`config.mk`:
```
export PLATFORM = sky130hd
export DESIGN_NAME = exec_unit
export DESIGN_NICKNAME = d
export VERILOG_FILES = /design/src/ooo_pkg.sv /design/src/exec_unit.sv
export SDC_FILE = /design/constraint.sdc
export NUM_CORES = 1
export LEC_CHECK = 0
export BUFFER_PORTS_ARGS = -buffer_cell sky130_fd_sc_hd__buf_4
export CORE_UTILIZATION = 35
export CTS_CLUSTER_DIAMETER = 60
export DETAILED_ROUTE_END_ITERATION = 16
export PLACE_DENSITY = 0.59
export SYNTH_ARGS = -nofsm -noshare
export SYNTH_HDL_FRONTEND = slang
export SYNTH_SLANG_ARGS = --single-unit
```
`constraint.sdc`:
```
create_clock -name clk -period 9.6 [get_ports clk]
set_clock_uncertainty 0.2 [all_clocks]
set_input_delay 1.92 -clock clk [delete_from_list [all_inputs] [get_ports clk]]
set_output_delay 1.92 -clock clk [all_outputs]
set_load 0.005 [all_outputs]
```
`src/ooo_pkg.sv`:
```
package ooo_pkg;

    localparam int xlen         = 32;
    localparam int reg_num      = 16;
    localparam int reg_addr_len = 4;
    localparam int rob_size     = 8;
    localparam int rob_tag_len  = 3;

    typedef enum logic {
        fu_alu,
        fu_mult
    } fu_t;

    typedef enum logic [2:0] {
        op_add,
        op_sub,
        op_and,
        op_or,
        op_xor,
        op_slt,
        op_mul
    } alu_op_t;

    // one instruction from decode, imm replaces src2 when imm_valid is set
    typedef struct packed {
        fu_t                     fu;
        alu_op_t                 op;
        logic [reg_addr_len-1:0] dest;
        logic [reg_addr_len-1:0] src1;
        logic [reg_addr_len-1:0] src2;
        logic [xlen-1:0]         imm;
        logic                    imm_valid;
    } decoded_pack_t;

    // value when ready, producing tag otherwise
    typedef struct packed {
        logic                   ready;
        logic [rob_tag_len-1:0] tag;
        logic [xlen-1:0]        value;
    } operand_t;

    typedef struct packed {
        alu_op_t                op;
        logic [rob_tag_len-1:0] dest_tag;
        operand_t               src1;
        operand_t               src2;
    } rs_entry_t;

    typedef struct packed {
        alu_op_t                op;
        logic [rob_tag_len-1:0] dest_tag;
        logic [xlen-1:0]        val1;
        logic [xlen-1:0]        val2;
    } exec_req_t;

    typedef struct packed {
        logic                   valid;
        logic [rob_tag_len-1:0] tag;
        logic [xlen-1:0]        value;
    } cdb_t;

    typedef struct packed {
        logic                    valid;
        logic [reg_addr_len-1:0] dest;
    } rob_alloc_t;

    typedef struct packed {
        logic [reg_addr_len-1:0] dest;
        logic [xlen-1:0]         value;
    } commit_t;

endpackage

```
`src/exec_unit.sv`:
```
`timescale 1ns/1ps

module exec_unit #(
    parameter int latency = 1
) (
    input  logic                clk,
    input  logic                reset,
    input  logic                issue_valid,
    input  ooo_pkg::exec_req_t  issue,
    output logic                ready,
    output ooo_pkg::cdb_t       req,
    input  logic                grant
);

    ooo_pkg::cdb_t pipe [latency];
    ooo_pkg::cdb_t result;
    logic          stall;

    always_comb begin
        result.valid = issue_valid;
        result.tag   = issue.dest_tag;
        case (issue.op)
            ooo_pkg::op_add: result.value = issue.val1 + issue.val2;
            ooo_pkg::op_sub: result.value = issue.val1 - issue.val2;
            ooo_pkg::op_and: result.value = issue.val1 & issue.val2;
            ooo_pkg::op_or:  result.value = issue.val1 | issue.val2;
            ooo_pkg::op_xor: result.value = issue.val1 ^ issue.val2;
            ooo_pkg::op_slt: begin
                result.value = {{(ooo_pkg::xlen-1){1'b0}},
                                $signed(issue.val1) < $signed(issue.val2)};
            end
            // low half of the product
            ooo_pkg::op_mul: result.value = issue.val1 * issue.val2;
            default:         result.value = '0;
        endcase
    end

    // a finished result waiting for the bus freezes every stage
    assign stall = pipe[latency-1].valid && !grant;
    assign ready = !stall;
    assign req   = pipe[latency-1];

    always_ff @(posedge clk) begin
        if (reset) begin
            for (int k = 0; k < latency; k++) begin
                pipe[k].valid <= 1'b0;
            end
        end else if (!stall) begin
            pipe[0] <= result;
            for (int k = 1; k < latency; k++) begin
                pipe[k] <= pipe[k-1];
            end
        end
    end

endmodule

```
=== Word level (Yosys, flattened, before mapping) ===
Memory sizes are Yosys's and may differ from the RTL's.
Cells that the tools add are included.

* Memories kept: 1
* Bits of input ports: 74
* Flip-flop bits (word level): 0
* Memory bits (writable): 36

* Add/subtract/negate cells: 2
* Multipliers: 1
* Mux-type cells: 8
* Reduce and logical (&&, ||, !) cells: 5
* Bitwise operators: 3
* Eq/ne operators: 6
* Magnitude comparators: 1

{| class="wikitable"
|+ Memory list
! name !! words !! bits a word !! rd ports !! clocked after Yosys merged registers in !! write ports !! RTL line !! text
|-
| pipe || 1 || 36 || 1 || 0 || 1 || exec_unit.sv:15 || <nowiki>ooo_pkg::cdb_t pipe [latency];</nowiki>
|}

{| class="wikitable"
|+ Operators by type and width
! cell !! count
|-
| $pmux W32 S7 || 1
|-
| $mux W36 || 1
|-
| $reduce_or A36 Y1 || 1
|-
| $add A32 B32 Y32 || 1
|-
| $and A32 B32 Y32 || 1
|-
| $lt A32 B32 Y1 || 1
|-
| $mul A32 B32 Y32 || 1
|-
| $or A32 B32 Y32 || 1
|-
| $sub A32 B32 Y32 || 1
|-
| $xor A32 B32 Y32 || 1
|-
| $eq A3 B3 Y1 const B || 3
|-
| $eq A3 B2 Y1 const B || 2
|-
| $mux W1 || 5
|-
| $eq A3 B1 Y1 const B || 1
|-
| $logic_not A3 Y1 || 1
|-
| $logic_not A1 Y1 || 2
|-
| $mux W2 || 1
|-
| $logic_and A1 B1 Y1 || 1
|}

=== Logic depth before layout (Yosys ltp) ===
Gate-level depths: netlist (run 1).

* Depth in word-level cells: 7
* Mapped depth: 29
* Depth with buffers taken out: 27

=== Worst setup path before layout (run 1) ===
Ideal clock, no wire load.

* Path type: input-to-reg
* Start: in issue[4] in the netlist's numbering
* End: mem pipe[0][29] in the netlist's numbering (data pin)
* Stages: 25
* Library setup time: 0.271 ns
* Data arrival time: 8.546 ns
* Buffers on the path: 2
* Required time: 9.129 ns
* Path slack: 0.582 ns
* Cells stage by stage: clkbuf_1 > clkinv_1 > clkbuf_1 > nor2_1 > fa_1 > inv_1 > fa_1 > fa_1 > fa_1 > inv_1 > fa_1 > fa_1 > fa_1 > fa_1 > ha_1 > a21o_1 > a211o_1 > a21oi_1 > o21ai_0 > a21o_1 > a31oi_1 > o21ai_0 > xor2_1 > a21oi_1 > o22ai_1

* Cells in the longest elaborated chain, start to end: 3
* Elaborated cells between the ends (all ways): 5
* Classes of those cells: add/sub (2); mul (1); mux (2)

{| class="wikitable"
|+ Ends and longest elaborated chain
! item !! RTL line !! text
|-
| start, declared || exec_unit.sv:9 || <nowiki>input ooo_pkg::exec_req_t issue,</nowiki>
|-
| $mul A32 B32 Y32, or another cell as far along || exec_unit.sv:33 || <nowiki>ooo_pkg::op_mul: result.value = issue.val1 * issue.val2;</nowiki>
|-
| $pmux W32 S7 * || exec_unit.sv:22 || <nowiki>case (issue.op)</nowiki>
|-
| $mux W36 (no source line) * || - ||
|-
| end, declared || exec_unit.sv:15 ||
|}

Mark *: on every way between the ends. The rest lies on a longest branch, timed or not. The select of a mux whose other input is x is not followed.

=== Final worst setup path (run 1) ===
* Start: in issue[5] in the netlist's numbering
* End: mem pipe[0][30] in the netlist's numbering (data pin)

Same word-level chain as after synthesis.

==> results.sh, run 1 <==
export IMPL_outcome="finished with violations"
export IMPL_failed_checks="DRC"
export IMPL_tritoncts="yes"
export IMPL_ys_ff_latch=36
export IMPL_cp_max_fo=9
export IMPL_diodes=0
export IMPL_startpoint="issue[5]"
export IMPL_core_area_sq_um=59100
export IMPL_regMostFlops="pipe"
export IMPL_largest_registers="pipe x36"
export IMPL_maxCapViolCount=0
export IMPL_clkSlewWorstSetupHoldPaths_ns=0.06
export IMPL_gr_usage_all_layers_pct=27.6
export IMPL_cpPeakStageDelay_ns=0.57
export IMPL_hold_path_class="reg2reg"
export IMPL_first_iter_violations=1860
export IMPL_overflow=0
export IMPL_ios=111
export IMPL_synth_net_count=3238
export IMPL_cp_top_family="adder cells"
export IMPL_die_w_um=247
export IMPL_vias=18619
export IMPL_min_path_cells=2
export IMPL_grt_pass1_wl_um=124000
export IMPL_synth_adder_area_share_pct=52.2
export IMPL_fin_ws_ns=0.397
export IMPL_finalHoldViolCount=0
export IMPL_area_growth_syn_to_layout_pct=10.5
export IMPL_synthSimpleGateAreaFrac_pct=15.3
export IMPL_synth_area_sq_um=21000
export IMPL_crit_buf_inv=6
export IMPL_cpMaxStageDelayCell="fa_1"
export IMPL_rr_endpoint="pipe[0][4]"
export IMPL_ys_warn_count=0
export IMPL_vias_per_cell=5.48
export IMPL_routabilityCongestion=1.01
export IMPL_max_freq_mhz=109
export IMPL_yosysSeqAreaShare_pct=5.16
export IMPL_cp_required_ns=9.43
export IMPL_worstSkewPairLatency_ns=0.29
export IMPL_synthCells=2535
export IMPL_synth_top_family_by_area="adder cells"
export IMPL_placed_area_sq_um=23000
export IMPL_ant_nets=0
export IMPL_postLayoutCellArea_sq_um=23200
export IMPL_critPathLaunchType="input port"
export IMPL_yosys_most_used_dff="edfxtp_1"
export IMPL_drive_above_1_share_pct=9.30
export IMPL_root_buffer="clkbuf_16"
export IMPL_slew_headroom_pct=49.5
export IMPL_drt_pass1_iterations=12
export IMPL_rows=89
export IMPL_post_cts_buffers=0
export IMPL_synth_compound_area_share_pct=11.1
export IMPL_async_reset_ff_share_pct=0
export IMPL_synth_xor_area_share_pct=4.55
export IMPL_reg2regPathDepth=6
export IMPL_finalWirelength_um=82000
export IMPL_slew_violations=0
export IMPL_cts_resized=0
export IMPL_drcViolationCount=6
export IMPL_clock_path_buffers=2
export IMPL_rsz0062_at_grt="false"
export IMPL_r2r_start="pipe[0][35]"
export IMPL_crit_arrival_ns=9.03
export IMPL_worst_pin_slew_ns=0.756
export IMPL_holdBufCountCts=0
export IMPL_finalSetupViolCount=0
export IMPL_dpl_hpwl_um=67400
export IMPL_syn_area_per_cell_sq_um=8.27
export IMPL_start_util_pct=35.5
export IMPL_r2r_setup_slack_ns=6.94
export IMPL_synth_edff_count=36
export IMPL_grt_pass1_vias=19566
export IMPL_hp_start="pipe[0][35]"
export IMPL_fp_dieArea_sq_um=60900
export IMPL_die_height_um=247
export IMPL_cpMostUsedCell="fa_1"
export IMPL_fin_crit_sh_pct=95.9
export IMPL_synthMuxAreaShare_pct=0.627
export IMPL_setup_tns_ns=0
export IMPL_crit_type="in2reg"
export IMPL_period_needed_ns=9.20
export IMPL_grt_max_degree=64
export IMPL_dp_slack_ns=0.177
export IMPL_largest_reg_flops=36
export IMPL_antenna_found_initial=0
export IMPL_cts_sinks=36
export IMPL_hold_end="pipe[0][35]"
export IMPL_htreeDepth=2
export IMPL_drt_wirelength_per_cell_um=24.1
export IMPL_synthDistinctLibCells=74
export IMPL_port_buffers=110
export IMPL_cts_made_buffers=5
export IMPL_layout_nets=3327
export IMPL_endpoint_kind="flip-flop"
export IMPL_worst_hold_slack_ns=0.577
-- Yosys cell counts (5+ instances only) --
master | count | area (sq um)
nand3_1 | 21 | 105
and2_1 | 8 | 50.1
or3_1 | 5 | 31.3
nor2b_1 | 6 | 37.5
xnor2_1 | 83 | 727
buf_1 | 18 | 67.6
o22ai_1 | 11 | 68.8
a211oi_1 | 21 | 158
o21ai_1 | 10 | 50.1
and3_1 | 7 | 43.8
a21oi_1 | 119 | 596
mux2i_1 | 12 | 120
xor2_1 | 26 | 228
or2_2 | 6 | 37.5
fa_1 | 410 | 8210
nor2_1 | 373 | 1400
a31oi_1 | 10 | 62.6
nand2_1 | 290 | 1090
o211ai_1 | 12 | 90.1
a22oi_1 | 6 | 45.0
inv_1 | 467 | 1750
edfxtp_1 | 36 | 1080
buf_2 | 11 | 55.1
o21a_1 | 9 | 67.6
nand4_1 | 9 | 56.3
clkbuf_1 | 96 | 360
a222oi_1 | 13 | 130
o21ai_0 | 42 | 210
o21bai_1 | 19 | 143
o31ai_1 | 6 | 45.0
nor3_1 | 36 | 180
ha_1 | 219 | 2740
clkinv_1 | 14 | 52.6
nand2b_1 | 9 | 56.3
a21o_1 | 20 | 150
inv_2 | 6 | 22.5
-- area by class of cell --
class | count | area [sq um]
flip-flops and latches | 36 | 1080
fillers | 6025 | 36000
multi-input cells | 1885 | 17600
inverters | 487 | 1830
repair buffers | 209 | 1580
well taps | 773 | 967
clock inverters | 3 | 13.8
clock buffers | 5 | 125
-- cells in the final DEF (no fill, tap or decap), drive strengths merged, types with 13 or more instances in the layout --
| cell type | Yosys | final |
|---|---|---|
| edfxtp | 36 | 36 |
| fa | 410 | 410 |
| xor2 | 26 | 26 |
| nand3 | 21 | 21 |
| a21o | 20 | 20 |
| a222oi | 13 | 13 |
| a21oi | 119 | 119 |
| nand2 | 290 | 290 |
| nor2 | 374 | 374 |
| inv | 473 | 473 |
| xnor2 | 83 | 83 |
| ha | 219 | 219 |
| nor3 | 36 | 36 |
| o21bai | 19 | 19 |
| o21ai | 52 | 52 |
| a211oi | 21 | 21 |
| buf | 31 | 209 |
| clkinv | 14 | 17 |
-- worst register-to-register path, cell delays in order, from the launching register on --
cell	delay [ns]
edfxtp_1	0.41
nand2b_1	0.13
nor2b_4	0.14
buf_4	0.47
nand2_1	0.44
buf_4	0.38
nor3_1	0.30
-- worst max-delay path by stage --
stage	to	slack, ns	cells past startpoint
4_1_cts	pipe[0][30]	0.48	26
3_5_place_dp	pipe[0][30]	0.18	26
5_1_grt	pipe[0][22]	0.05	26
2_1_floorplan	pipe[0][29]	0.58	25
6_report	pipe[0][30]	0.40	26
3_3_place_gp	pipe[0][30]	0.28	26
-- logic make-up (layout without fill, tap and decap cells) --
group | after synthesis | after routing
AND/OR/NAND/NOR | 784 | 784
adder cells (fa/ha/maj) | 629 | 629
buffers and inverters | 614 | 704
AO/OA/AOI/OAI | 350 | 350
XOR/XNOR | 109 | 109
flip-flops | 36 | 36
multiplexers | 13 | 13
-- layer usage --
layer  track usage (%)  wire, um  part of all wire (%)
met3              4.81      6980                   8.5
met4              12.2      4200                   5.1
met5                 0         0                     0
met1              36.4     33500                    41
met2              44.1     37400                    46
-- per-stage QoR --
step	cells	utilization, %
after floorplan	2535	-
after global placement	3390	38.9
after CTS	3398	39.2
after global routing	3398	39.2
final	3398	39.2
after detailed placement	3390	38.9
Power of run 1 is not shown: default switching activity piles up to over one toggle a cycle in this logic, so the estimate is an artifact.
==> inputs of run 2 (changes only) <==
--- a/config.mk
+++ b/config.mk
@@ -6,10 +6,10 @@
 export NUM_CORES = 1
 export LEC_CHECK = 0
 export BUFFER_PORTS_ARGS = -buffer_cell sky130_fd_sc_hd__buf_4
-export CORE_UTILIZATION = 35
+export CORE_UTILIZATION = 45
 export CTS_CLUSTER_DIAMETER = 60
 export DETAILED_ROUTE_END_ITERATION = 16
-export PLACE_DENSITY = 0.59
+export PLACE_DENSITY = 0.7
 export SYNTH_ARGS = -nofsm -noshare
 export SYNTH_HDL_FRONTEND = slang
 export SYNTH_SLANG_ARGS = --single-unit
==> results.sh, run 2 (synthesized netlist as in run 1, its figures left out) <==
export IMPL_clock_path_buffers=2
export IMPL_drt_pass1_iterations=5
export IMPL_layout_nets=3322
export IMPL_fin_crit_sh_pct=97.3
export IMPL_htreeDepth=2
export IMPL_hold_end="pipe[0][35]"
export IMPL_outcome="completed"
export IMPL_min_path_cells=2
export IMPL_reg2regPathDepth=6
export IMPL_maxCapViolCount=0
export IMPL_root_buffer="clkbuf_16"
export IMPL_area_growth_syn_to_layout_pct=9.22
export IMPL_start_util_pct=45.9
export IMPL_crit_type="in2reg"
export IMPL_cts_sinks=36
export IMPL_hp_start="pipe[0][35]"
export IMPL_fp_dieArea_sq_um=47500
export IMPL_layout_commonest_cell="inv_1"
export IMPL_finalHoldViolCount=0
export IMPL_routabilityCongestion=1.02
export IMPL_final_cells=3221
export IMPL_rows=78
export IMPL_cp_max_fo=12
export IMPL_r2r_setup_slack_ns=7.02
export IMPL_cp_required_ns=9.52
export IMPL_grt_max_degree=53
export IMPL_dp_cells=3212
export IMPL_finalSetupViolCount=0
export IMPL_cts_resized=0
export IMPL_fill_cells=4404
export IMPL_rr_endpoint="pipe[0][13]"
export IMPL_hold_path_class="reg2reg"
export IMPL_cpPeakStageDelay_ns=0.56
export IMPL_cp_top_family="adder cells"
export IMPL_rsz0062_at_grt="false"
export IMPL_first_iter_violations=1921
export IMPL_slew_violations=0
export IMPL_worst_pin_slew_ns=1.18
export IMPL_die_height_um=218
export IMPL_crit_buf_inv=5
export IMPL_core_area_sq_um=45700
export IMPL_r2r_start="pipe[0][35]"
export IMPL_finalWirelength_um=80800
export IMPL_post_cts_buffers=0
export IMPL_top_layer="met5"
export IMPL_largest_reg_flops=36
export IMPL_regMostFlops="pipe"
export IMPL_gr_usage_all_layers_pct=34.8
export IMPL_met2WireLength_um=36800
export IMPL_setup_tns_ns=0
export IMPL_drcViolationCount=0
export IMPL_largest_registers="pipe x36"
export IMPL_die_w_um=218
export IMPL_dpl_hpwl_um=66800
export IMPL_slew_headroom_pct=21.5
export IMPL_grt_pass1_vias=19800
export IMPL_cts_made_buffers=5
export IMPL_drt_met1_wl_um=30500
export IMPL_crit_arrival_ns=9.26
export IMPL_grt_pass1_wl_um=122000
export IMPL_holdBufCountCts=0
export IMPL_vias_per_cell=5.84
export IMPL_final_cell_mix="inv_1, fa_1, nor2_1, nand2_1, ha_1"
export IMPL_endpoint_kind="flip-flop"
export IMPL_drt_wirelength_per_cell_um=25.1
export IMPL_critPathLaunchType="input port"
export IMPL_port_buffers=110
export IMPL_drive_above_1_share_pct=9.12
export IMPL_ios=111
export IMPL_dr_wl_met3_um=8150
export IMPL_vias=18799
export IMPL_cpMostUsedCell="fa_1"
export IMPL_antenna_found_initial=1
export IMPL_cpMaxStageDelayCell="fa_1"
export IMPL_ant_nets=0
export IMPL_clkSlewWorstSetupHoldPaths_ns=0.06
export IMPL_worstSkewPairLatency_ns=0.28
export IMPL_overflow=0
export IMPL_tritoncts="yes"
export IMPL_max_freq_mhz=107
export IMPL_period_needed_ns=9.34
run 2: cell types whose count changed in the layout (fill, tap and decap cells not counted), sizes merged:
| cell | delta |
|---|---|
| buf | -5 |
| clkbuf | +1 |
| clkinv | -2 |
| clkinvlp | +1 |
| diode | +1 |
run 2: worst register-to-register path, cell delays in order (launching register included):
cell,delay (ns)
edfxtp_1,0.39
nand2b_1,0.14
nor2b_4,0.14
buf_4,0.43
nand2_1,0.45
buf_4,0.36
a31oi_1,0.27
run 2: layer usage:
metal	GRT usage (%)	up-vias
li1	-	8046
met1	43.6	9421
met2	55.6	1080
met3	8.09	250
met4	18.8	2
met5	0	-
run 2: worst max-delay path by stage:
stage | slack (ns) | from | endpoint | cells past startpoint
final | 0.26 | issue[3] | pipe[0][30] | 25
after global routing | 0.08 | issue[3] | pipe[0][24] | 25
after CTS | 0.40 | issue[3] | pipe[0][30] | 25
after detailed placement | 0.12 | issue[3] | pipe[0][30] | 25
after global placement | 0.17 | issue[5] | pipe[0][29] | 26
after floorplan | 0.58 | issue[4] | pipe[0][29] | 25
run 2: area by class of cell:
class | instances | area [sq um] | share of cell area, %
multi-input combinational | 1885 | 17600 | 76.7
tap | 600 | 751 | 3.28
antenna | 1 | 2.50 | 0.0109
clock buffer | 6 | 129 | 0.563
timing repair buffer | 204 | 1530 | 6.69
sequential | 36 | 1080 | 4.72
clock inverter | 2 | 11.3 | 0.0492
inverter | 487 | 1830 | 7.98
run 2: stage by stage:
stage                     hold WS, ns  area (sq um)  worst slack [ns]  util [%]
final                           0.583         22900             0.261      50.1
after detailed placement        0.570         22800             0.124      49.8
after floorplan                 0.534         21000             0.582         -
after CTS                       0.585         22900             0.397      50.1
after global routing            0.608         22900            0.0754      50.1
after global placement          0.517         22800             0.170      49.8
Power of run 2 is left out for the same reason.
