--- src/ooo_pkg.sv ---
package ooo_pkg;

    localparam int xlen         = 32;
    localparam int reg_num      = 16;
    localparam int reg_addr_len = 4;
    localparam int rob_size     = 8;
    localparam int rob_tag_len  = 3;

    typedef enum logic {
        fu_alu,
        fu_mult
    } fu_t;

    typedef enum logic [2:0] {
        op_add,
        op_sub,
        op_and,
        op_or,
        op_xor,
        op_slt,
        op_mul
    } alu_op_t;

    // one instruction from decode, imm replaces src2 when imm_valid is set
    typedef struct packed {
        fu_t                     fu;
        alu_op_t                 op;
        logic [reg_addr_len-1:0] dest;
        logic [reg_addr_len-1:0] src1;
        logic [reg_addr_len-1:0] src2;
        logic [xlen-1:0]         imm;
        logic                    imm_valid;
    } decoded_pack_t;

    // value when ready, producing tag otherwise
    typedef struct packed {
        logic                   ready;
        logic [rob_tag_len-1:0] tag;
        logic [xlen-1:0]        value;
    } operand_t;

    typedef struct packed {
        alu_op_t                op;
        logic [rob_tag_len-1:0] dest_tag;
        operand_t               src1;
        operand_t               src2;
    } rs_entry_t;

    typedef struct packed {
        alu_op_t                op;
        logic [rob_tag_len-1:0] dest_tag;
        logic [xlen-1:0]        val1;
        logic [xlen-1:0]        val2;
    } exec_req_t;

    typedef struct packed {
        logic                   valid;
        logic [rob_tag_len-1:0] tag;
        logic [xlen-1:0]        value;
    } cdb_t;

    typedef struct packed {
        logic                    valid;
        logic [reg_addr_len-1:0] dest;
    } rob_alloc_t;

    typedef struct packed {
        logic [reg_addr_len-1:0] dest;
        logic [xlen-1:0]         value;
    } commit_t;

endpackage

--- src/reg_status_file.sv ---
`timescale 1ns/1ps

module reg_status_file (
    input  logic                                clk,
    input  logic                                reset,
    input  logic [ooo_pkg::reg_addr_len-1:0]    src1_addr,
    input  logic [ooo_pkg::reg_addr_len-1:0]    src2_addr,
    output ooo_pkg::operand_t                   src1_stat,
    output ooo_pkg::operand_t                   src2_stat,
    input  logic                                rename_valid,
    input  logic [ooo_pkg::reg_addr_len-1:0]    rename_dest,
    input  logic [ooo_pkg::rob_tag_len-1:0]     rename_tag,
    input  logic                                commit_valid,
    input  ooo_pkg::commit_t                    commit,
    input  logic [ooo_pkg::rob_tag_len-1:0]     commit_tag
);

    logic [ooo_pkg::xlen-1:0]        value_q [ooo_pkg::reg_num];
    logic [ooo_pkg::rob_tag_len-1:0] tag_q   [ooo_pkg::reg_num];
    logic [ooo_pkg::reg_num-1:0]     busy_q;

    // a busy register points at its producer in the ROB
    assign src1_stat.ready = !busy_q[src1_addr];
    assign src1_stat.tag   = tag_q[src1_addr];
    assign src1_stat.value = value_q[src1_addr];
    assign src2_stat.ready = !busy_q[src2_addr];
    assign src2_stat.tag   = tag_q[src2_addr];
    assign src2_stat.value = value_q[src2_addr];

    always_ff @(posedge clk) begin
        if (reset) begin
            busy_q <= '0;
            for (int i = 0; i < ooo_pkg::reg_num; i++) begin
                value_q[i] <= '0;
            end
        end else begin
            if (commit_valid) begin
                value_q[commit.dest] <= commit.value;
                // a younger producer keeps the register busy
                if (tag_q[commit.dest] == commit_tag) begin
                    busy_q[commit.dest] <= 1'b0;
                end
            end
            // rename is written last so it wins over the clear
            if (rename_valid) begin
                busy_q[rename_dest] <= 1'b1;
            end
        end
    end

    always_ff @(posedge clk) begin
        if (rename_valid) begin
            tag_q[rename_dest] <= rename_tag;
        end
    end

endmodule

--- config.mk ---
export PLATFORM = sky130hd
export DESIGN_NAME = reg_status_file
export DESIGN_NICKNAME = d
export VERILOG_FILES = /design/src/ooo_pkg.sv /design/src/reg_status_file.sv
export SDC_FILE = /design/constraint.sdc
export NUM_CORES = 1
export LEC_CHECK = 0
export ABC_CLOCK_PERIOD_IN_PS = 6200
export BUFFER_PORTS_ARGS = -buffer_cell sky130_fd_sc_hd__buf_2
export CAP_MARGIN = 25
export CORE_AREA = 8 8 285 287
export DETAILED_ROUTE_END_ITERATION = 12
export DIE_AREA = 0 0 293 295
export GPL_ROUTABILITY_DRIVEN = 0
export SETUP_SLACK_MARGIN = 0.05
export SLEW_MARGIN = 20
export SYNTH_ARGS = -nofsm -noshare
export SYNTH_HDL_FRONTEND = slang
export SYNTH_SLANG_ARGS = --single-unit
--- constraint.sdc ---
create_clock -name clk -period 6.2 [get_ports clk]
set_input_delay 0.31 -clock clk [delete_from_list [all_inputs] [get_ports clk]]
set_output_delay 0.31 -clock clk [all_outputs]
set_load 0.05 [all_outputs]
* Yosys cells after proc, flatten, opt, wreduce, memory -nomap -nowiden
Memory sizes are Yosys's and may differ from the RTL's. Cells that the tools add are included.
Operators by class: order comparisons 6, eq/ne operators 1, mux-type cells 22, bitwise gates (word level) 3, reduce and logical (&&, ||, !) cells 5
Operators with widths (number):
- $mux W16 | 4
- $mux W32 | 1
- $reduce_or A32 Y1 | 1
- $lt A4 B5 Y1 const B | 4
- $and A16 B16 Y16 | 1
- $not A16 Y16 | 1
- $or A16 B16 Y16 | 1
- $mux W1 | 12
- $bmux W1 S4 | 2
- $demux W1 S4 | 2
- $ge A4 B1 Y1 const B | 2
- $mux W4 | 1
- $eq A3 B3 Y1 | 1
- $logic_and A1 B1 Y1 | 2
- $logic_not A1 Y1 | 2
Word-level totals: register bits 16, memory bits (writable) 560, input bits 58, logic and storage cells 40, memories 2
Memory list:
- value_q | depth 16, width 32, rd ports 2, clocked after Yosys merged registers in 0, write ports 16, line reg_status_file.sv:18 | logic [ooo_pkg::xlen-1:0] value_q [ooo_pkg::reg_num];
- tag_q | depth 16, width 3, rd ports 3, clocked after Yosys merged registers in 0, write ports 1, line reg_status_file.sv:19 | logic [ooo_pkg::rob_tag_len-1:0] tag_q [ooo_pkg::reg_num];

* Longest topological paths before layout
Gate-level depths: netlist of run 1.
word-level depth 11, mapped depth 9, gate-level depth less buffers 6

* Worst setup path after synthesis of run 1
Ideal clock, no wire load.
path kind in2reg, from in commit[34] in the netlist's numbering, to mem value_q[6][0] in the netlist's numbering (enable), arrival time 2758 ps, setup slack 3014 ps, cell stages on the path 5, buffers on the path 2, cell sequence buf_2 -> clkbuf_1 -> nand2b_1 -> or2_2 -> o21bai_1
RTL lines:
- start: declaration | line reg_status_file.sv:14 | input ooo_pkg::commit_t commit,
- end: declaration | line reg_status_file.sv:18

==> impl_results.md, run 1 <==
* TritonCTS clock tree: built
* Synth area leader: edfxtp_1
* Clock Latency Late Sink at 0.64 ns
* Die W at 293 um
* Synth top area cells: edfxtp_1 (55%), mux4_2 (27%), and2_1 (11%), clkbuf_1 (1.8%), dfxtp_1 (1.1%)
* Cell family with most CP delay: buffers and inverters
* Commonest cells in the netlist: edfxtp_1 (560), and2_1 (512), mux4_2 (361)
* Lkg Pwr at 11.4 nW
* Inserted Clock Buffers at 61
* RSZ-0062 raised after global routing: no
* Number of synthesized flops with an enable pin at 560
* Post-Syn Nets at 1863
* FP Rows at 102
* Post-Synth Simple-Gate Area at 0.121
* Fin. max-slew vios at 0
* Total negative setup slack at 0 ns
* DRC at 0
* Drt wl/cell at 32.0 um
* Adder-Cell Fraction of Synth Area at 0
* Setup-failing EPs final at 0
* Worst setup SP type: input port
* Slew margin rel. at 0.282
* FF-to-FF path depth at 6
* Die area at 0.0864 mm2
* Final Cycle Share at 0.554
* Register area at 0.0171 mm2
* Nets at 1924
* Worst Hold Depth at 1
* Layout cells sized above 1 at 0.349
* Maximum vdd drop at 234 uV
* HPWL after DPL at 50.8 mm
* Largest net degree at the start of global routing at 145
* Mux contribution to synthesized area at 0.277
* Max Cap Viol at 0
* Antenna violations before repair at 12
* CTS root buf: clkbuf_16
* Post-Syn Area per Cell at 16.9 um2
* Hold path startpoint: rename_tag[0]
* Post-DRT Antenna Nets at 0
* CP Capture Type: output port
* Synthesized instance count at 1805
* Worst Path Required at 5.89 ns
* First-pass GRT wire length at 136 mm
* Least-Margin Pin Slew at 1.08 ns
* Fill cell count at 6632
* # resized after CTS at 0
* Minimum clock period after layout at 3.43 ns
* Power Dens Cells at 275 mW/mm2
* Worst-path maximum fanout at 73
* CP Class: in -> out
* Hold_buf cts at 0
* Area delta synth->final at 12.0%
* H-tree depth at 2
* Clock sink count at 576
* Gr usage total at 0.217
* #FFs+latches synth at 576
* DRT Pass-1 Iters at 5
* Multi-input logic area at 0.0128 mm2
* Syn. warnings at 0
* Vias in the first global route at 18471
* Crit. Startpoint: src2_addr[0]
* Final Util at 0.445
* Post-Synth XOR/XNOR Area at 0.00140
* Clk slew on worst S/H paths at 0.06 ns
* Slowest CP cell: buf_8
* Hold Crit Class: in -> reg
* Status: finished clean
* Die Y at 295 um
* Largest family of logic cells by synthesized area: multiplexers
* DR vias at 17845
* Final hold violations at 0
* CP most frequent cell: mux4_2
* Congestion Overflow GR at 0
* Compound-Gate Fraction of Synth Area at 0.0138
* Fmax at 291 MHz
* Top-count cell post-synth: edfxtp_1
* CP Depth at 6
* Drt total wl at 94.7 mm
* Synthesized area at 0.0305 mm2
* Worst Skew at 0.00589 ns
* CP Data Arrival Time at 3.12 ns
* CP Cell Sequence: buf_8 > buf_4 > mux4_2 > mux4_2 > inv_1 > buf_2
* IO buf count at 129
* Postcts setup bufs at 0
* Async SR Flop Fraction at 0
* Ports at 130
* 1st-iter DRT viols at 2157
* Initial Utilization at 0.397
* FF-to-FF Start: tag_q[5][0]$_DFFE_PP_
* DR vias/cell at 6.03
* CTS max path bufs at 3
* CP Buf/Inv Count at 4
* Core area at 0.0767 mm2
* Cell variety after synth at 41
* Top-area cell type share of the netlist area at 0.552
* Main flop type after synthesis: edfxtp_1
* Sequential area share after synthesis at 0.563
* Crit-path max cell delay at 0.67 ns
[kinds of logic after synthesis]
kind of cell | count (synthesis)
and+or+nand+nor | 611
AOI/OAI and AO/OA | 55
muxes | 381
xor gates and xnor gates | 4
buffers and inverters | 178
DFF | 576
[worst reg2reg max path, stage by stage (launching register included)]
cell and delay (ns):
edfxtp_1 0.41, mux4_1 0.52, mux2i_1 0.23, mux2i_1 0.18
xor2_2 0.70, nor4_1 0.14, a211oi_1 0.26
[sequential cells by signal (all words and copies together), names as in the netlist]
name	cells
value_q	512
tag_q	48
busy_q	16
[report_power, final]
group	total [mW]	switching [mW]	leakage [nW]	internal [mW]
Sequential	4.59	0.103	5.47	4.49
Combinational	1.40	0.862	5.06	0.536
Clock	3.39	1.56	0.879	1.83
[cell usage in the layout, fill, tap and decap left out, drive strengths merged, types with 15 or more instances in the layout]
cell / n
nor2: 43
and2: 512
o21bai: 15
mux4: 368
nor3: 22
buf: 173
dfxtp: 16
clkinv: 33
clkbuf: 70
edfxtp: 560
[path summary, 6_finish.rpt]
path | end | slack [ns]
setup / recovery | src2_stat[35] | 2.77
setup reg to reg | busy_q[15]$_SDFF_PP0_ | 3.67
hold reg to reg | busy_q[15]$_SDFF_PP0_ | 0.55
hold / removal | tag_q[10][0]$_DFFE_PP_ | 0.06
[per-layer routing]
layer  vias up  share of wire  GRT usage
li1       7259              -          -
met1      9623           0.40      0.287
met2       807           0.51      0.379
met3       152          0.069     0.0327
met4         4          0.022     0.0510
met5         -        0.00022          0
[final cells by class]
cell class,instances,area share
diodes,8,0.000587
clock buffers,70,0.0457
clock inverters,39,0.00690
inverters,3,0.000330
multi-input cells,1051,0.375
flip-flops and latches,576,0.502
well taps,1040,0.0381
repair buffers,173,0.0304
[through the flow]
stage	worst slack, ns	cells	area, um2	total power [mW]	hold slack [ns]
6_report	2.77	2960	34100	9.38	0.0610
5_1_grt	2.56	2954	34100	9.66	0.0495
4_1_cts	2.71	2952	34100	9.44	0.0257
3_5_place_dp	2.72	2843	32300	6.08	0.520
3_3_place_gp	2.68	2843	32300	6.05	0.519
2_1_floorplan	3.01	1805	30500	5.62	0.409
Power figures use the tool's default switching activity.
==> run 2: changes to the inputs <==
- ABC_CLOCK_PERIOD_IN_PS: 6200 -> 3210
- clock period: 6.2 -> 3.21 ns (I/O delays scaled with it)
==> impl_results.md, run 2 (synthesized netlist as in run 1, its figures left out) <==
* Status: finished clean (unchanged)
* Clk slew on worst S/H paths at 0.06 ns (about the same)
* Die area at 0.0864 mm2 (unchanged)
* FF-to-FF Start: tag_q[3][1]$_DFFE_PP_ (was tag_q[5][0]$_DFFE_PP_)
* DR vias/cell at 5.95 (was 6.03)
* CP Capture Type: output port (unchanged)
* Final Util at 0.457 (was 0.445)
* Worst r2r dst: busy_q[5]$_SDFF_PP0_ (was busy_q[15]$_SDFF_PP0_)
* Largest Register: value_q (unchanged)
* CP Class: reg -> out (was in -> out)
* CP Data Arrival Time at 2.31 ns (was 3.12 ns)
* Place WS at 0.575 ns (was 2.72 ns)
* Hold Crit Class: in -> reg (unchanged)
* Crit. Startpoint: value_q[9][23]$_SDFFCE_PN0P_ (was src2_addr[0])
* Worst setup SP type: flip-flop (was input port)
* Inserted Clock Buffers at 66 (was 61)
* H-tree depth at 3 (was 2)
* DRC at 0 (unchanged)
* # resized after CTS at 0 (unchanged)
* RSZ-0062 raised after global routing: no (unchanged)
* Postcts setup bufs at 0 (unchanged)
* Worst Skew at 0.0103 ns (was 0.00589 ns)
* Critical Path End: src1_stat[23] (was src2_stat[35])
* Largest regs: value_q (512), tag_q (48), busy_q (16) (unchanged)
* FP Rows at 102 (unchanged)
* Congestion Overflow GR at 0 (unchanged)
* Final Cycle Share at 0.768
* Area after DPL at 0.0329 mm2 (was 0.0323 mm2)
* Least-Margin Pin Slew at 0.926 ns (was 1.08 ns)
* Commonest non-fill, non-tap cell in the layout: edfxtp_1 (unchanged)
* TritonCTS clock tree: built (unchanged)
* Final worst slack at 0.744 ns (was 2.77 ns)
* DRT Pass-1 Iters at 5 (unchanged)
* Clock sink count at 576 (unchanged)
* Antenna violations before repair at 4 (was 12)
* Cell Count Post-Placement at 2875 (was 2843)
* Layout cells sized above 1 at 0.361 (was 0.349)
* Largest net degree at the start of global routing at 48 (was 145)
* Lkg Pwr at 11.8 nW (was 11.4 nW)
* Maximum vdd drop at 354 uV (was 234 uV)
* Ports at 130 (unchanged)
* Max Cap Viol at 0 (unchanged)
* Power Dens Cells at 538 mW/mm2 (was 275 mW/mm2)
* Drt total wl at 90.8 mm (was 94.7 mm)
* DR vias at 17876 (was 17845)
* Fmax at 406 MHz
* Register-to-register setup slack at 0.91 ns (was 3.67 ns)
* Final instance area at 0.0350 mm2 (was 0.0341 mm2)
* Slew margin rel. at 0.383 (was 0.282)
* Clock Latency Late Sink at 0.61 ns (was 0.64 ns)
* Nets at 1972 (was 1924)
* Drt wl/cell at 30.2 um (was 32.0 um)
* Gr usage total at 0.210 (was 0.217)
* Area delta synth->final at 15.0% (was 12.0%)
* Worst Path Required at 3.05 ns (was 5.89 ns)
* IO buf count at 129 (unchanged)
* Commonest non-fill, non-tap cells in the layout: edfxtp_1 (560), and2_1 (512), mux4_2 (361) (unchanged)
* First-pass GRT wire length at 133 mm (was 136 mm)
* Max reg flops at 512 (unchanged)
* 1st-iter DRT viols at 2053 (was 2157)
* Setup-failing EPs final at 0 (unchanged)
* Vias in the first global route at 18903 (was 18471)
* Die Y at 295 um (unchanged)
* Fin. max-slew vios at 0 (unchanged)
* Final hold violations at 0 (unchanged)
* Core area at 0.0767 mm2 (unchanged)
* Total negative setup slack at 0 ns (unchanged)
* Worst-path maximum fanout at 2 (was 73)
* CTS root buf: clkbuf_16 (unchanged)
* FF-to-FF path depth at 6 (unchanged)
* Post-DRT Antenna Nets at 0 (unchanged)
* CTS max path bufs at 3 (unchanged)
* HPWL after DPL at 55.2 mm (was 50.8 mm)
* Die W at 293 um (unchanged)
* Hold_buf cts at 11 (was 0)
* Finished Layout Cells at 3003 (was 2960)
* Minimum clock period after layout at 2.47 ns
* Initial Utilization at 0.397 (unchanged)
run 2: changes by cell type in the layout (fill, tap and decap cells not counted), sizes merged:
cell         before  now
clkinvlp          3    1
dlygate4sd3       0   11
diode             8    3
clkinv           33   25
bufinv            1    3
inv               5    8
buf             173  205
clkbuf           70   80
run 2: per-stage QoR:
stage / power (mW) / hold slack [ns]
2_1_floorplan: 10.8 / 0.259
3_3_place_gp: 11.8 / 0.512
3_5_place_dp: 11.8 / 0.508
4_1_cts: 19.0 / 0.000843
5_1_grt: 19.4 / 0.0387
6_report: 18.8 / 0.0126
run 2: worst min path at each step:
stage | startpoint | to | slack (ns) | depth (start not counted)
4_1_cts | commit[15] | value_q[6][15]$_SDFFCE_PN0P_ | 0.0008 | 2
3_5_place_dp | busy_q[10]$_SDFF_PP0_ | busy_q[10]$_SDFF_PP0_ | 0.51 | 2
6_report | commit[30] | value_q[5][30]$_SDFFCE_PN0P_ | 0.01 | 2
5_1_grt | commit[11] | value_q[4][11]$_SDFFCE_PN0P_ | 0.04 | 2
2_1_floorplan | rename_tag[0] | tag_q[0][0]$_DFFE_PP_ | 0.26 | 0
3_3_place_gp | busy_q[11]$_SDFF_PP0_ | busy_q[11]$_SDFF_PP0_ | 0.51 | 2
run 2: layout make-up:
type,count,area (um2)
multi-input cells,1051,12800
inverters,3,11.3
well taps,1040,1300
fillers,6548,41700
flip-flops and latches,576,17100
clock buffers,80,1730
diodes,3,7.51
repair buffers,216,1760
clock inverters,34,282
run 2: power by group:
part | internal [mW] | total, mW | switching [mW]
Clock | 4.09 | 7.20 | 3.11
Combinational | 1.11 | 2.78 | 1.67
Sequential | 8.67 | 8.87 | 0.197
Total | 13.9 | 18.8 | 4.98
run 2: metal layers:
metal,track usage,up-vias,share of wire
met3,0.0333,162,0.070
met5,0,-,0
met1,0.276,9546,0.40
met2,0.361,799,0.51
met4,0.0581,0,0.024
li1,-,7369,-
run 2: worst max-delay path: stages (launching register included):
cell	delay (ns)
edfxtp_1	0.41
mux4_2	0.47
mux4_2	0.56
buf_2	0.25
==> run 3: changes to the inputs <==
- ABC_CLOCK_PERIOD_IN_PS: 3210 -> 2400
- clock period: 3.21 -> 2.4 ns (I/O delays scaled with it)
==> impl_results.md, run 3 (synthesized netlist as in run 1, its figures left out) <==
* Congestion Overflow GR at 0 (unchanged)
* Ports at 130 (unchanged)
* Finished Layout Cells at 3050 (was 3003)
* Slowest CP cell: mux4_2 (unchanged)
* Nets at 2019 (was 1972)
* Least-Margin Pin Slew at 1.00 ns (was 0.926 ns)
* Antenna violations before repair at 3 (was 4)
* Clk slew on worst S/H paths at 0.06 ns (about the same)
* Fmax at 419 MHz
* Die Y at 295 um (unchanged)
* Max Cap Viol at 0 (unchanged)
* CP Data Arrival Time at 2.27 ns (was 2.31 ns)
* Final hold violations at 0 (unchanged)
* Setup-failing EPs final at 0 (unchanged)
* RSZ-0062 raised after global routing: yes (was no)
* CP Class: reg -> out (unchanged)
* Layout cells sized above 1 at 0.366 (was 0.361)
* Worst Path Required at 2.28 ns (was 3.05 ns)
* Area after DPL at 0.0334 mm2 (was 0.0329 mm2)
* Worst-path maximum fanout at 2 (unchanged)
* Maximum vdd drop at 556 uV (was 354 uV)
* Lkg Pwr at 12.3 nW (was 11.8 nW)
* Power Dens Cells at 693 mW/mm2 (was 538 mW/mm2)
* Slew margin rel. at 0.328 (was 0.383)
* TritonCTS clock tree: built (unchanged)
* DRT Pass-1 Iters at 5 (unchanged)
* Final worst slack at 0.0119 ns (was 0.744 ns)
* Die W at 293 um (unchanged)
* Core area at 0.0767 mm2 (unchanged)
* Minimum clock period after layout at 2.39 ns
* Initial Utilization at 0.397 (unchanged)
* Fill cell count at 6321 (was 6548)
* DRC at 0 (unchanged)
* Crit-path max cell delay at 0.58 ns (was 0.56 ns)
* Cell Count Post-Placement at 2904 (was 2875)
* Largest Register: value_q (unchanged)
* Status: finished clean (unchanged)
* Clock sink count at 576 (unchanged)
* CP Buf/Inv Count at 1 (unchanged)
* Die area at 0.0864 mm2 (unchanged)
* Commonest non-fill, non-tap cell in the layout: edfxtp_1 (unchanged)
* Clock Latency Late Sink at 0.61 ns (about the same)
* CTS root buf: clkbuf_16 (unchanged)
* Max reg flops at 512 (unchanged)
* Total negative setup slack at 0 ns (unchanged)
* Place WS at 0.0771 ns (was 0.575 ns)
* Worst Skew at 0.00580 ns (was 0.0103 ns)
* HPWL after DPL at 55.1 mm (was 55.2 mm)
* Post-DRT Antenna Nets at 0 (unchanged)
* FP Rows at 102 (unchanged)
* Drt total wl at 92.9 mm (was 90.8 mm)
* Commonest non-fill, non-tap cells in the layout: edfxtp_1 (560), and2_1 (512), mux4_2 (361) (unchanged)
* Largest net degree at the start of global routing at 62 (was 48)
* DR vias/cell at 5.90 (was 5.95)
* CP Cell Sequence: mux4_2 > mux4_2 > buf_6 (was mux4_2 > mux4_2 > buf_2)
* Cell family with most CP delay: multiplexers (unchanged)
* Fin. max-slew vios at 0 (unchanged)
* CTS max path bufs at 3 (unchanged)
* Area delta synth->final at 19.2% (was 15.0%)
* DR vias at 17992 (was 17876)
* Inserted Clock Buffers at 59 (was 66)
* Hold Crit Class: in -> reg (unchanged)
* Multi-input logic area at 0.0128 mm2 (about the same)
* Largest regs: value_q (512), tag_q (48), busy_q (16) (unchanged)
* 1st-iter DRT viols at 1794 (was 2053)
* Worst setup SP type: flip-flop (unchanged)
* First-pass GRT wire length at 135 mm (was 133 mm)
* Final instance area at 0.0363 mm2 (was 0.0350 mm2)
* Register area at 0.0171 mm2 (unchanged)
* Final Cycle Share at 0.995
* Vias in the first global route at 19185 (was 18903)
* CP most frequent cell: mux4_2 (unchanged)
* H-tree depth at 2 (was 3)
* Gr usage total at 0.214 (was 0.210)
* IO buf count at 129 (unchanged)
* Drt wl/cell at 30.4 um (was 30.2 um)
* Worst hold slack at 0.0155 ns (was 0.0126 ns)
* CP Capture Type: output port (unchanged)
==> run 3: changes by cell type in the layout (fill, tap and decap cells not counted), sizes merged <==
cell and change:
buf +30, bufinv +2, clkinv +6, clkbuf -13
inv -3, dlygate4sd3 +24, clkinvlp +3, diode -2
==> run 3: timing repair <==
item,in CTS,in global routing
endpoints found under the hold margin,547,0
buffers inserted,0,1
endpoints found under the setup margin,72,72
hold buffers,35,0
gates resized for setup,172,27
==> run 3: report_power, final <==
part / switching [mW] / leakage, nW / internal (mW)
clock: 3.99 / 0.905 / 5.03
sequential: 0.264 / 5.47 / 11.6
combinational: 2.33 / 5.96 / 1.93
total: 6.58 / 12.3 / 18.5
==> run 3: area by class of cell <==
class | instances | share of cell area
antenna | 1 | 0.0000690
clock buffer | 67 | 0.0415
clock inverter | 42 | 0.00938
inverter | 3 | 0.000310
multi-input combinational | 1051 | 0.353
sequential | 576 | 0.472
tap | 1040 | 0.0359
timing repair buffer | 270 | 0.0874
==> run 3: worst paths after layout <==
path                                                     end                          start  slack, ns  cells past startpoint
worst min register to register          busy_q[2]$_SDFF_PP0_           busy_q[2]$_SDFF_PP0_       0.53                      2
worst max register to register          busy_q[2]$_SDFF_PP0_          tag_q[4][1]$_DFFE_PP_       0.20                      6
worst min-delay path            value_q[3][15]$_SDFFCE_PN0P_                     commit[15]       0.02                      2
worst max-delay path                           src2_stat[19]  value_q[11][19]$_SDFFCE_PN0P_       0.01                      3
==> run 3: per-layer routing <==
layer | routed length, um | vias up | track usage
li1 | - | 7474 | -
met1 | 35000 | 9558 | 0.266
met2 | 48600 | 782 | 0.385
met5 | 0 | - | 0
met4 | 3060 | 0 | 0.0678
met3 | 6160 | 178 | 0.0316
==> run 3: metrics by stage <==
step / utilization / power (mW)
6_report: 0.473 / 25.1
5_1_grt: 0.473 / 25.8
4_1_cts: 0.472 / 25.3
3_5_place_dp: 0.436 / 15.9
3_3_place_gp: 0.435 / 15.8
2_1_floorplan: - / 14.5
